<file path="src/design/systolic_macros.svh">
`ifndef SYSTOLIC_MACROS_SVH
`define SYSTOLIC_MACROS_SVH

// array shape
`define PE_ROW          8
`define PE_COL          4

// datapath and address widths
`define BIT_DATA        16
`define BIT_ADDR        12
`define BIT_SEL         4
`define BIT_PARAM       16
`define BIT_OPCODE      3
`define BIT_ROW_ID      4

// valid + opcode + field + data
`define BIT_INSTR       (1 + `BIT_OPCODE + `BIT_PARAM + `BIT_DATA)

// run sizes of one tile, wide enough for the full array dimension
`define BIT_RUN_IC      4
`define BIT_RUN_OC      3

// state register width of the sequencer
`define BIT_FSM         3

// opcodes
`define OPCODE_PARAM    3'd1
`define OPCODE_LDSRAM   3'd2
`define OPCODE_EX       3'd3

// parameter selectors carried in the field of a PARAM instruction
`define PARAM_S         16'd0
`define PARAM_OC        16'd1
`define PARAM_IC        16'd2
`define PARAM_TRG       16'd3

// load targets
`define TRG_ISRAM       16'd0
`define TRG_WSRAM       16'd1

`endif

</file>
<file path="src/design/systolic_pkg.sv">
`include "systolic_macros.svh"

package systolic_pkg;

    typedef enum logic [`BIT_OPCODE-1:0] {
        OP_PARAM  = `OPCODE_PARAM,
        OP_LDSRAM = `OPCODE_LDSRAM,
        OP_EX     = `OPCODE_EX
    } opcode_e;

    typedef enum logic [`BIT_PARAM-1:0] {
        SEL_S   = `PARAM_S,
        SEL_OC  = `PARAM_OC,
        SEL_IC  = `PARAM_IC,
        SEL_TRG = `PARAM_TRG
    } param_sel_e;

    typedef enum logic [`BIT_DATA-1:0] {
        TRG_ISRAM = `TRG_ISRAM,
        TRG_WSRAM = `TRG_WSRAM
    } trg_e;

    // field holds a selector, or the bank index above a 12-bit address
    typedef struct packed {
        logic                   valid;
        opcode_e                opcode;
        logic [`BIT_PARAM-1:0]  field;
        logic [`BIT_DATA-1:0]   data;
    } instr_t;

    typedef struct packed {
        logic [`BIT_DATA-1:0]   s;
        logic [`BIT_DATA-1:0]   oc;
        logic [`BIT_DATA-1:0]   ic;
    } layer_cfg_t;

    typedef struct packed {
        logic [`BIT_DATA-1:0]   base_i;
        logic [`BIT_DATA-1:0]   base_w;
        logic [`BIT_DATA-1:0]   psum_base;
        logic [`BIT_RUN_IC-1:0] run_ic;
        logic [`BIT_RUN_OC-1:0] run_oc;
        logic                   last;
    } tile_t;

    typedef struct packed {
        logic [`PE_ROW-1:0]     en;
        logic [`PE_ROW-1:0]     wea;
        logic [`BIT_ADDR-1:0]   addr;
    } isram_req_t;

    typedef struct packed {
        logic [`PE_COL-1:0]     en;
        logic [`PE_COL-1:0]     wea;
        logic [`BIT_ADDR-1:0]   addr;
    } wsram_req_t;

    typedef enum logic [`BIT_FSM-1:0] {
        ST_IDLE,
        ST_INIT_PSUM,
        ST_SET,
        ST_LD,
        ST_RUN
    } seq_state_e;

endpackage

</file>
<file path="src/design/array_sequencer.sv">
`include "systolic_macros.svh"

module array_sequencer (
    input  logic                     CLK,
    input  logic                     RST,
    input  systolic_pkg::layer_cfg_t i_cfg,
    input  logic                     i_exec_start,
    input  systolic_pkg::tile_t      i_tile,
    output logic                     o_start,
    output logic                     o_plan,
    output logic                     o_advance,
    output systolic_pkg::isram_req_t o_isram,
    output systolic_pkg::wsram_req_t o_wsram,
    output logic [`PE_COL-1:0]       o_psram_en,
    output logic [`PE_COL-1:0]       o_psram_wea,
    output logic [`BIT_ADDR-1:0]     o_psram_addr,
    output logic [`PE_COL-1:0]       o_psram_valid,
    output logic [`BIT_ROW_ID-1:0]   o_row_id,
    output logic [`PE_COL-1:0]       o_col_en,
    output logic                     o_finish
);
    import systolic_pkg::*;

    localparam logic [`BIT_DATA:0]   col_round = `PE_COL - 1;
    localparam logic [`BIT_DATA:0]   col_div   = `PE_COL;
    localparam logic [`BIT_DATA-1:0] ld_cycles = `PE_ROW;

    seq_state_e           state_q;
    logic [`BIT_DATA-1:0] cnt_q;

    logic                     start_q;
    logic                     plan_q;
    logic                     advance_q;
    isram_req_t               isram_q;
    wsram_req_t               wsram_q;
    logic [`PE_COL-1:0]       psram_en_q;
    logic [`PE_COL-1:0]       psram_wea_q;
    logic [`BIT_ADDR-1:0]     psram_addr_q;
    logic [`PE_COL-1:0]       psram_valid_q;
    logic [`BIT_ROW_ID-1:0]   row_id_q;
    logic [`PE_COL-1:0]       col_en_q;
    logic                     finish_q;

    logic [`BIT_DATA:0]       oc_blocks;
    logic [2*`BIT_DATA-1:0]   psum_rows;
    logic [`BIT_DATA-1:0]     ld_addr;
    logic [`BIT_DATA-1:0]     in_addr;
    logic [`BIT_DATA-1:0]     ps_addr;
    logic [`PE_ROW-1:0]       row_mask;
    logic [`PE_COL-1:0]       col_mask;

    // psum rows to clear: ceil(OC/PE_COL) * S
    assign oc_blocks = ({1'b0, i_cfg.oc} + col_round) / col_div;
    assign psum_rows = oc_blocks * i_cfg.s;

    assign ld_addr = i_tile.base_w + cnt_q;
    assign in_addr = i_tile.base_i + cnt_q;
    assign ps_addr = i_tile.psum_base + cnt_q;

    // thermometer masks, low bits set for the active rows and columns
    assign row_mask = ~({`PE_ROW{1'b1}} << i_tile.run_ic);
    assign col_mask = ~({`PE_COL{1'b1}} << i_tile.run_oc);

    always_ff @(posedge CLK or posedge RST) begin
        if (RST) begin
            state_q       <= ST_IDLE;
            cnt_q         <= '0;
            start_q       <= 1'b0;
            plan_q        <= 1'b0;
            advance_q     <= 1'b0;
            isram_q       <= '0;
            wsram_q       <= '0;
            psram_en_q    <= '0;
            psram_wea_q   <= '0;
            psram_addr_q  <= '0;
            psram_valid_q <= '0;
            row_id_q      <= '0;
            col_en_q      <= '0;
            finish_q      <= 1'b0;
        end else begin
            start_q   <= 1'b0;
            plan_q    <= 1'b0;
            advance_q <= 1'b0;
            case (state_q)
                ST_IDLE: begin
                    if (i_exec_start) begin
                        state_q  <= ST_INIT_PSUM;
                        cnt_q    <= '0;
                        start_q  <= 1'b1;
                        finish_q <= 1'b0;
                    end
                end
                ST_INIT_PSUM: begin
                    if ({{`BIT_DATA{1'b0}}, cnt_q} < psum_rows) begin
                        psram_en_q   <= '1;
                        psram_wea_q  <= '1;
                        psram_addr_q <= cnt_q[`BIT_ADDR-1:0];
                        cnt_q        <= cnt_q + 1'b1;
                    end else begin
                        psram_en_q   <= '0;
                        psram_wea_q  <= '0;
                        psram_addr_q <= '0;
                        cnt_q        <= '0;
                        plan_q       <= 1'b1;
                        state_q      <= ST_SET;
                    end
                end
                ST_SET: begin
                    // tile is registered by now, cursor may move on
                    advance_q <= 1'b1;
                    state_q   <= ST_LD;
                end
                ST_LD: begin
                    if (cnt_q < ld_cycles) begin
                        cnt_q <= cnt_q + 1'b1;
                        if (cnt_q < i_tile.run_ic) begin
                            wsram_q.en   <= col_mask;
                            wsram_q.addr <= ld_addr[`BIT_ADDR-1:0];
                            row_id_q     <= cnt_q[`BIT_ROW_ID-1:0];
                            col_en_q     <= col_mask;
                        end else begin
                            wsram_q  <= '0;
                            row_id_q <= '0;
                            col_en_q <= '0;
                        end
                    end else begin
                        cnt_q    <= '0;
                        wsram_q  <= '0;
                        row_id_q <= '0;
                        col_en_q <= '0;
                        state_q  <= ST_RUN;
                    end
                end
                ST_RUN: begin
                    if (cnt_q < i_cfg.s) begin
                        cnt_q         <= cnt_q + 1'b1;
                        isram_q.en    <= row_mask;
                        isram_q.addr  <= in_addr[`BIT_ADDR-1:0];
                        psram_en_q    <= col_mask;
                        psram_valid_q <= col_mask;
                        psram_addr_q  <= ps_addr[`BIT_ADDR-1:0];
                    end else begin
                        cnt_q         <= '0;
                        isram_q       <= '0;
                        psram_en_q    <= '0;
                        psram_valid_q <= '0;
                        psram_addr_q  <= '0;
                        if (i_tile.last) begin
                            finish_q <= 1'b1;
                            state_q  <= ST_IDLE;
                        end else begin
                            plan_q  <= 1'b1;
                            state_q <= ST_SET;
                        end
                    end
                end
                default: begin
                    state_q <= ST_IDLE;
                end
            endcase
        end
    end

    assign o_start       = start_q;
    assign o_plan        = plan_q;
    assign o_advance     = advance_q;
    assign o_isram       = isram_q;
    assign o_wsram       = wsram_q;
    assign o_psram_en    = psram_en_q;
    assign o_psram_wea   = psram_wea_q;
    assign o_psram_addr  = psram_addr_q;
    assign o_psram_valid = psram_valid_q;
    assign o_row_id      = row_id_q;
    assign o_col_en      = col_en_q;
    assign o_finish      = finish_q;

endmodule

</file>
<file path="src/design/instr_decoder.sv">
`include "systolic_macros.svh"

module instr_decoder (
    input  logic                     CLK,
    input  logic                     RST,
    input  systolic_pkg::instr_t     i_instr,
    output systolic_pkg::layer_cfg_t o_cfg,
    output systolic_pkg::isram_req_t o_ld_isram,
    output systolic_pkg::wsram_req_t o_ld_wsram,
    output logic [`BIT_DATA-1:0]     o_data,
    output logic                     o_exec_start
);
    import systolic_pkg::*;

    layer_cfg_t           cfg_q;
    trg_e                 trg_q;
    isram_req_t           isram_q;
    wsram_req_t           wsram_q;
    logic [`BIT_DATA-1:0] data_q;
    logic                 exec_start_q;

    logic [`BIT_SEL-1:0]  bank;
    logic [`BIT_ADDR-1:0] addr;
    logic [`PE_ROW-1:0]   isram_hot;
    logic [`PE_COL-1:0]   wsram_hot;
    logic                 is_ldsram;

    // load field splits into bank index and address
    assign bank = i_instr.field[`BIT_PARAM-1 -: `BIT_SEL];
    assign addr = i_instr.field[`BIT_ADDR-1:0];

    // a bank past the last one shifts the bit out, so no strobe
    assign isram_hot = {{(`PE_ROW-1){1'b0}}, 1'b1} << bank;
    assign wsram_hot = {{(`PE_COL-1){1'b0}}, 1'b1} << bank;

    assign is_ldsram = i_instr.valid && (i_instr.opcode == OP_LDSRAM);

    always_ff @(posedge CLK or posedge RST) begin
        if (RST) begin
            cfg_q        <= '0;
            trg_q        <= TRG_ISRAM;
            isram_q      <= '0;
            wsram_q      <= '0;
            exec_start_q <= 1'b0;
        end else begin
            exec_start_q <= 1'b0;
            if (i_instr.valid) begin
                // each valid instruction replaces the previous strobes
                isram_q <= '0;
                wsram_q <= '0;
                case (i_instr.opcode)
                    OP_PARAM: begin
                        case (param_sel_e'(i_instr.field))
                            SEL_S:   cfg_q.s  <= i_instr.data;
                            SEL_OC:  cfg_q.oc <= i_instr.data;
                            SEL_IC:  cfg_q.ic <= i_instr.data;
                            SEL_TRG: trg_q    <= trg_e'(i_instr.data);
                            default: ;
                        endcase
                    end
                    OP_LDSRAM: begin
                        // target picked by the last TRG write
                        if (trg_q == TRG_ISRAM) begin
                            isram_q.en   <= isram_hot;
                            isram_q.wea  <= isram_hot;
                            isram_q.addr <= addr;
                        end else if (trg_q == TRG_WSRAM) begin
                            wsram_q.en   <= wsram_hot;
                            wsram_q.wea  <= wsram_hot;
                            wsram_q.addr <= addr;
                        end
                    end
                    OP_EX: begin
                        exec_start_q <= 1'b1;
                    end
                    default: ;
                endcase
            end
        end
    end

    // write data word for the SRAM load
    always_ff @(posedge CLK) begin
        if (is_ldsram) begin
            data_q <= i_instr.data;
        end
    end

    assign o_cfg        = cfg_q;
    assign o_ld_isram   = isram_q;
    assign o_ld_wsram   = wsram_q;
    assign o_data       = data_q;
    assign o_exec_start = exec_start_q;

endmodule

</file>
<file path="src/design/systolic_ctrl.sv">
`include "systolic_macros.svh"

module systolic_ctrl (
    input  logic                     CLK,
    input  logic                     RST,
    input  systolic_pkg::instr_t     i_instr,
    output logic [`BIT_DATA-1:0]     o_data,
    output systolic_pkg::isram_req_t o_isram,
    output systolic_pkg::wsram_req_t o_wsram,
    output logic [`PE_COL-1:0]       o_psram_en,
    output logic [`PE_COL-1:0]       o_psram_wea,
    output logic [`BIT_ADDR-1:0]     o_psram_addr,
    output logic [`PE_COL-1:0]       o_psram_valid,
    output logic [`BIT_ROW_ID-1:0]   o_row_id,
    output logic [`PE_COL-1:0]       o_col_en,
    output logic                     o_finish
);
    import systolic_pkg::*;

    layer_cfg_t cfg;
    isram_req_t dec_isram;
    wsram_req_t dec_wsram;
    isram_req_t seq_isram;
    wsram_req_t seq_wsram;
    tile_t      tile;
    logic       exec_start;
    logic       plan_start;
    logic       plan_tile;
    logic       plan_advance;

    instr_decoder u_decoder (
        .CLK          (CLK),
        .RST          (RST),
        .i_instr      (i_instr),
        .o_cfg        (cfg),
        .o_ld_isram   (dec_isram),
        .o_ld_wsram   (dec_wsram),
        .o_data       (o_data),
        .o_exec_start (exec_start)
    );

    tile_planner u_planner (
        .CLK       (CLK),
        .RST       (RST),
        .i_cfg     (cfg),
        .i_start   (plan_start),
        .i_plan    (plan_tile),
        .i_advance (plan_advance),
        .o_tile    (tile)
    );

    array_sequencer u_sequencer (
        .CLK           (CLK),
        .RST           (RST),
        .i_cfg         (cfg),
        .i_exec_start  (exec_start),
        .i_tile        (tile),
        .o_start       (plan_start),
        .o_plan        (plan_tile),
        .o_advance     (plan_advance),
        .o_isram       (seq_isram),
        .o_wsram       (seq_wsram),
        .o_psram_en    (o_psram_en),
        .o_psram_wea   (o_psram_wea),
        .o_psram_addr  (o_psram_addr),
        .o_psram_valid (o_psram_valid),
        .o_row_id      (o_row_id),
        .o_col_en      (o_col_en),
        .o_finish      (o_finish)
    );

    // loads and runs never overlap, so one side is always zero
    assign o_isram = dec_isram | seq_isram;
    assign o_wsram = dec_wsram | seq_wsram;

endmodule

</file>
<file path="src/design/tile_planner.sv">
`include "systolic_macros.svh"

module tile_planner (
    input  logic                     CLK,
    input  logic                     RST,
    input  systolic_pkg::layer_cfg_t i_cfg,
    input  logic                     i_start,
    input  logic                     i_plan,
    input  logic                     i_advance,
    output systolic_pkg::tile_t      o_tile
);
    import systolic_pkg::*;

    localparam logic [`BIT_DATA:0]     row_step    = `PE_ROW;
    localparam logic [`BIT_DATA:0]     col_step    = `PE_COL;
    localparam logic [`BIT_DATA-1:0]   row_div     = `PE_ROW;
    localparam logic [`BIT_DATA-1:0]   col_div     = `PE_COL;
    localparam logic [`BIT_RUN_IC-1:0] run_ic_full = `PE_ROW;
    localparam logic [`BIT_RUN_OC-1:0] run_oc_full = `PE_COL;

    // tile cursor, in channels
    logic [`BIT_DATA-1:0] state_ic;
    logic [`BIT_DATA-1:0] state_oc;

    // one extra bit so the step cannot wrap
    logic [`BIT_DATA:0]   ic_step;
    logic [`BIT_DATA:0]   oc_step;
    logic                 ic_edge;
    logic                 oc_edge;
    logic [`BIT_DATA-1:0] ic_blk;
    logic [`BIT_DATA-1:0] oc_blk;
    logic [`BIT_DATA-1:0] ic_rem;
    logic [`BIT_DATA-1:0] oc_rem;

    tile_t tile_d;
    tile_t tile_q;

    assign ic_step = {1'b0, state_ic} + row_step;
    assign oc_step = {1'b0, state_oc} + col_step;

    // edge tile when the next step reaches or passes the channel count
    assign ic_edge = ic_step >= {1'b0, i_cfg.ic};
    assign oc_edge = oc_step >= {1'b0, i_cfg.oc};

    assign ic_blk = state_ic / row_div;
    assign oc_blk = state_oc / col_div;
    assign ic_rem = i_cfg.ic - state_ic;
    assign oc_rem = i_cfg.oc - state_oc;

    always_comb begin
        tile_d.base_i    = i_cfg.s * ic_blk;
        tile_d.base_w    = state_ic + i_cfg.ic * oc_blk;
        tile_d.psum_base = oc_blk * i_cfg.s;
        tile_d.run_ic    = ic_edge ? ic_rem[`BIT_RUN_IC-1:0] : run_ic_full;
        tile_d.run_oc    = oc_edge ? oc_rem[`BIT_RUN_OC-1:0] : run_oc_full;
        tile_d.last      = ic_edge && oc_edge;
    end

    // IC is the inner loop, OC the outer
    always_ff @(posedge CLK or posedge RST) begin
        if (RST) begin
            state_ic <= '0;
            state_oc <= '0;
        end else if (i_start) begin
            state_ic <= '0;
            state_oc <= '0;
        end else if (i_advance) begin
            if (ic_edge) begin
                state_ic <= '0;
                state_oc <= oc_step[`BIT_DATA-1:0];
            end else begin
                state_ic <= ic_step[`BIT_DATA-1:0];
            end
        end
    end

    always_ff @(posedge CLK or posedge RST) begin
        if (RST) begin
            tile_q <= '0;
        end else if (i_plan) begin
            tile_q <= tile_d;
        end
    end

    assign o_tile = tile_q;

endmodule

</file>
<file path="config.mk">
export PLATFORM = sky130hd
export DESIGN_NAME = systolic_ctrl
export DESIGN_NICKNAME = d
export VERILOG_FILES = /design/src/design/systolic_pkg.sv /design/src/design/array_sequencer.sv /design/src/design/instr_decoder.sv /design/src/design/systolic_ctrl.sv /design/src/design/tile_planner.sv
export VERILOG_INCLUDE_DIRS = /design/src /design/src/design
export SDC_FILE = /design/constraint.sdc
export NUM_CORES = 2
export LEC_CHECK = 0
export BUFFER_PORTS_ARGS = -buffer_cell sky130_fd_sc_hd__buf_4
export CORE_MARGIN = 5
export CORE_UTILIZATION = 60
export CTS_BUF_LIST = sky130_fd_sc_hd__clkbuf_8
export DETAILED_ROUTE_END_ITERATION = 7
export PLACE_DENSITY = 0.78
export REMOVE_ABC_BUFFERS = 1
export SLEW_MARGIN = 10
export SYNTH_ARGS = -nofsm -noshare
export SYNTH_HDL_FRONTEND = slang
export SYNTH_SLANG_ARGS = --single-unit
export TNS_END_PERCENT = 20
</file>
<file path="constraint.sdc">
create_clock -name CLK -period 12.1 [get_ports CLK]
set_clock_uncertainty 0.15 [all_clocks]
set_input_delay 0.605 -clock CLK [delete_from_list [all_inputs] [get_ports CLK]]
set_output_delay 0.605 -clock CLK [all_outputs]
set_load 0.03 [all_outputs]
</file>
==> flow_results.org <==
** Run status
- The run finished, with violations left.
- Violated checks :: hold timing

** Final layout
- The area growth from synthesis to layout is 8.29%.
- After routing the design area is 31,500 um^2.
- Leaving out fill and tap cells, the most frequent cell in the layout is sky130_fd_sc_hd__inv_1.
- Top library cells by usage in the layout, fill and taps aside :: sky130_fd_sc_hd__inv_1 (518), sky130_fd_sc_hd__nand2_1 (407), sky130_fd_sc_hd__fa_1 (308)
- The net count of the finished layout is 3,897.
- Of the cells placed in the final design, the portion with a size suffix greater than 1 is 11.0%.

** Floorplanning
- The floorplan step set the die height to between 200 and 250 um.
- X dimension of the die :: 230 um
- The initialized floorplan defines 80 standard-cell rows.
- Area of the core :: 47,800 um^2
- Total die area :: roughly 53,000 um^2
- Boundary pin count :: roughly 140
- Once the floorplan was initialized, standard cells occupied 60.7% of the core.

** Critical path
- The worst register-to-register path begins at u_decoder.o_cfg[17]$_DFFE_PP0P_.
- For the worst flop-to-flop path, the logic depth is 31.
- In this design, the stage delay of the slowest critical-path cell is 0.81 ns.
- Crit path capture :: u_sequencer.cnt_q[9]$_DFFE_PP0P_
- Required time of the critical path :: 12.47 ns
- The largest individual stage delay along the critical path comes from the cell sky130_fd_sc_hd__nor3_1.
- The worst setup path is launched from a flip-flop.
- STA classifies the critical path endpoint as a flip-flop.
- The cell that appears most often on the critical path is sky130_fd_sc_hd__fa_1.
- Endpoint of the most critical register-to-register path :: u_sequencer.cnt_q[9]$_DFFE_PP0P_
- In this run the register-to-register setup slack is 1.62 ns.
- Largest fanout of any net on the critical path :: 17
- The most critical setup path has its startpoint at u_decoder.o_cfg[17]$_DFFE_PP0P_.
- For the worst setup path, the data arrival time is 10.85 ns.
- The critical path in this run is classified as reg -> reg.

** Route
- TritonRoute pass-1 iters :: 6
- The first routing iteration left 2,180 violations.
- Summed over all nets, wire length on met2 after detailed routing comes to about 37 mm.
- Dividing the detail-routed via count by the number of cells gives 5.91.
- For this block, the via count after detailed routing is 23,194.
- In the final routing, the length of wire on met1 measures 33.5 mm.
- The routed design uses 7.88 mm of met3 wire.
- DRC violations left :: 0
- Routed length per instance :: 21.0 um
- Signal routing reaches up to met4.
- ANT nets after route :: 0
- Final WL :: between 80 and 90 mm

** Synth
- Of the synthesized area, sequential elements account for 23.7%.
- Among all flip-flop cells after synthesis, the most frequent one is sky130_fd_sc_hd__dfrtp_1.
- Synthesis handed over a netlist of about 3,200 instances.
- Counting distinct cell types in the post-synthesis netlist gives 80.
- Counting flops with a built-in enable in the synthesized netlist gives 16.
- Netlist area before placement :: 29,000 um^2
- Top post-synthesis cells by area :: sky130_fd_sc_hd__dfrtp_1 (22%), sky130_fd_sc_hd__fa_1 (21%), sky130_fd_sc_hd__ha_1 (12%)
- Of all flip-flops after synthesis, the portion carrying an async set or reset was between 90% and 100%.
- Portion of synthesized cell area occupied by the leading cell type :: about 22%
- In this run the mean area of a mapped cell was 9.06 um^2.
- Register bit count reported by yosys :: about 270
- Count of yosys warnings during synthesis :: 0
- The largest total area in the synthesized netlist belongs to sky130_fd_sc_hd__dfrtp_1.

** GRT
- Number of antenna violations at the first check in global routing :: 4
- Pin count of the biggest net entering global routing :: roughly 130
- GRT overflow :: 0
- The first global-routing pass estimated 132 mm of wire.
- Number of global-route vias before repair :: 24,116
- Global routing used between 30% and 40% of the available tracks.

** Place
- Pre-CTS setup slack :: 1.86 ns
- Total half-perimeter wirelength after legalization and detailed placement :: 63.3 mm
- The count of buffers added on input and output ports is 134.
- Once placement finished, the instance area stood at 30,400 um^2.
- Weighted congestion at the end of routability-driven global placement :: 0.980

** CTS
- Once the clock tree was built, the resizer swapped 0 gates to a different size.
- Number of clock sinks :: 272
- CTS root buf :: sky130_fd_sc_hd__clkbuf_8
- Clock slew at the register clock pins of the worst setup and hold paths :: around 0.070 ns
- TritonCTS created 47 clock buffers.
- Worst-Skew Late Latency :: ~0.64 ns
- CTS built an H-tree with a depth of 2.
- No sink is reached through more buffers than the 3 on the longest clock path.
- TritonCTS clock tree :: done
- # hold bufs at CTS :: 0
- Buffers inserted by post-CTS timing repair :: 0

** Timing
- The number of endpoints with negative hold slack in the final report was 23.
- Actual slew at the worst max-slew pin :: 1.20 ns
- The tightest hold path in the finished design has a slack of -0.0485 ns.
- The final critical path takes up 86.6% of the cycle.
- Final-report max-slew violation count :: 0
- Total negative slack for setup checks :: 0 ns
- Worst Setup Slack, final :: 1.62 ns
- Setup violations remaining at the end of the flow were counted as 0.
- Headroom to the max-slew limit came out at 20.3%.
- The smallest clock period supported by the final layout is computed as 10.48 ns.
- RSZ-0062 raised after global routing :: no
- For this run, the top clock speed supported by timing is roughly 0.095 GHz.

** Pwr
- Proportion of total power due to net switching :: 42.8%
- Share of power burned in the clock network :: 21.5%
- Per report_power, the combinational group accounts for roughly half of the total.
- Reported leakage power :: between 15 and 20 nW
- Across the VDD grid, the largest voltage drop is 192 uV.
- Power dissipated by switching net loads :: 1.82 mW
- Register share of total power :: 28.9%
- Total power density per cell area :: 135 nW/um^2
- Power Internal :: 2.42 mW

** Run
- Max-cap violations in this run came to 0.

** Worst hold path
- Type of the most critical hold path :: in -> async
[how the worst min path moves through the flow]
stage                                                    from                                   to  slack, ns  depth (start not counted)
after detailed placement  u_sequencer.o_row_id[3]$_DFFE_PP0P_  u_sequencer.o_row_id[3]$_DFFE_PP0P_       0.32                          1
after CTS                                                 RST     u_sequencer.cnt_q[8]$_DFFE_PP0P_       0.02                          2
after global placement     u_sequencer.o_isram[1]$_DFFE_PP0P_   u_sequencer.o_isram[1]$_DFFE_PP0P_       0.31                          2
after global routing                                      RST     u_sequencer.cnt_q[5]$_DFFE_PP0P_       0.04                          2
after floorplan            u_sequencer.o_isram[5]$_DFFE_PP0P_   u_sequencer.o_isram[5]$_DFFE_PP0P_       0.29                          2
final                                                     RST     u_sequencer.cnt_q[8]$_DFFE_PP0P_      -0.05                          2
[cells by family after synthesis]
| kind of cell | Yosys count | share of synthesized area [%] |
|---|---|---|
| buffers and inverters | 681 | 9.09 |
| other | 2 | 0.0259 |
| muxes | 72 | 2.77 |
| adders and majority gates | 594 | 33.5 |
| DFF | 272 | 23.7 |
| xor gates and xnor gates | 190 | 5.73 |
| AOI/OAI and AO/OA | 443 | 9.76 |
| and+or+nand+nor | 951 | 15.4 |
[worst max-delay path: cells and delay by family, from the launching register on]
family                   cells  cell delay, ns
AO/OA/AOI/OAI               10            2.66
AND/OR/NAND/NOR             10            3.34
adder cells (fa/ha/maj)      7            3.39
buffers and inverters        4            0.36
flip-flops                   1            0.41
[per-stage QoR]
stage	utilization, %	power (mW)	cells	hold slack, ns
2_1_floorplan	-	2.66	3050	0.286
3_3_place_gp	63.6	3.20	3831	0.311
3_5_place_dp	63.6	3.31	3831	0.323
4_1_cts	65.7	4.24	3918	0.0180
5_1_grt	65.7	4.54	3920	0.0400
6_report	65.7	4.24	3922	-0.0485
[power by group through the flow]
stage	logic [mW]	clock network [mW]	registers (mW)
final	2.10	0.913	1.22
after global placement	1.98	0	1.23
after detailed placement	2.07	0	1.24
after CTS	2.10	0.920	1.22
after global routing	2.34	0.963	1.24
after floorplan	1.40	0	1.26
[layer usage]
| layer | vias up | track usage (%) |
|---|---|---|
| li1 | 10367 | - |
| met1 | 11436 | 42.5 |
| met2 | 1174 | 49.4 |
| met3 | 217 | 6.66 |
| met4 | 0 | 12.7 |
| met5 | - | 0 |
[cells in the mapped netlist, drive strengths merged, types with 18 or more instances]
cell type  instances
and3              29
nor4              23
a21oi             96
nand2b            28
nand2            407
xnor2            127
nor2             184
inv              512
dfrtp            256
a21o              42
or2               42
o21ai            150
nor3              24
mux2              67
o21bai            23
nand3             47
nand4             18
buf               27
and2             105
clkbuf           133
xor2              63
ha               286
fa               308
[cell type report]
| class | instances | area (um^2) |
|---|---|---|
| Multi-Input combinational cell | 2257 | 19600 |
| Tap cell | 615 | 769 |
| Clock buffer | 60 | 826 |
| Antenna cell | 4 | 10.0 |
| Inverter | 521 | 1960 |
| Fill cell | 3855 | 16400 |
| Sequential cell | 272 | 6890 |
| Timing Repair Buffer | 166 | 1250 |
| Clock inverter | 27 | 191 |
[registers in the layout, summed over array words and instances, names as in the netlist, 13 cells and up]
register              flops
u_planner.o_tile         44
u_decoder.trg_q          16
u_decoder.o_ld_wsram     16
u_decoder.o_data         16
u_sequencer.o_isram      20
u_decoder.o_cfg          48
u_planner.state_oc       14
u_decoder.o_ld_isram     20
u_planner.state_ic       13
u_sequencer.cnt_q        16
Power figures use the tool's default switching activity.
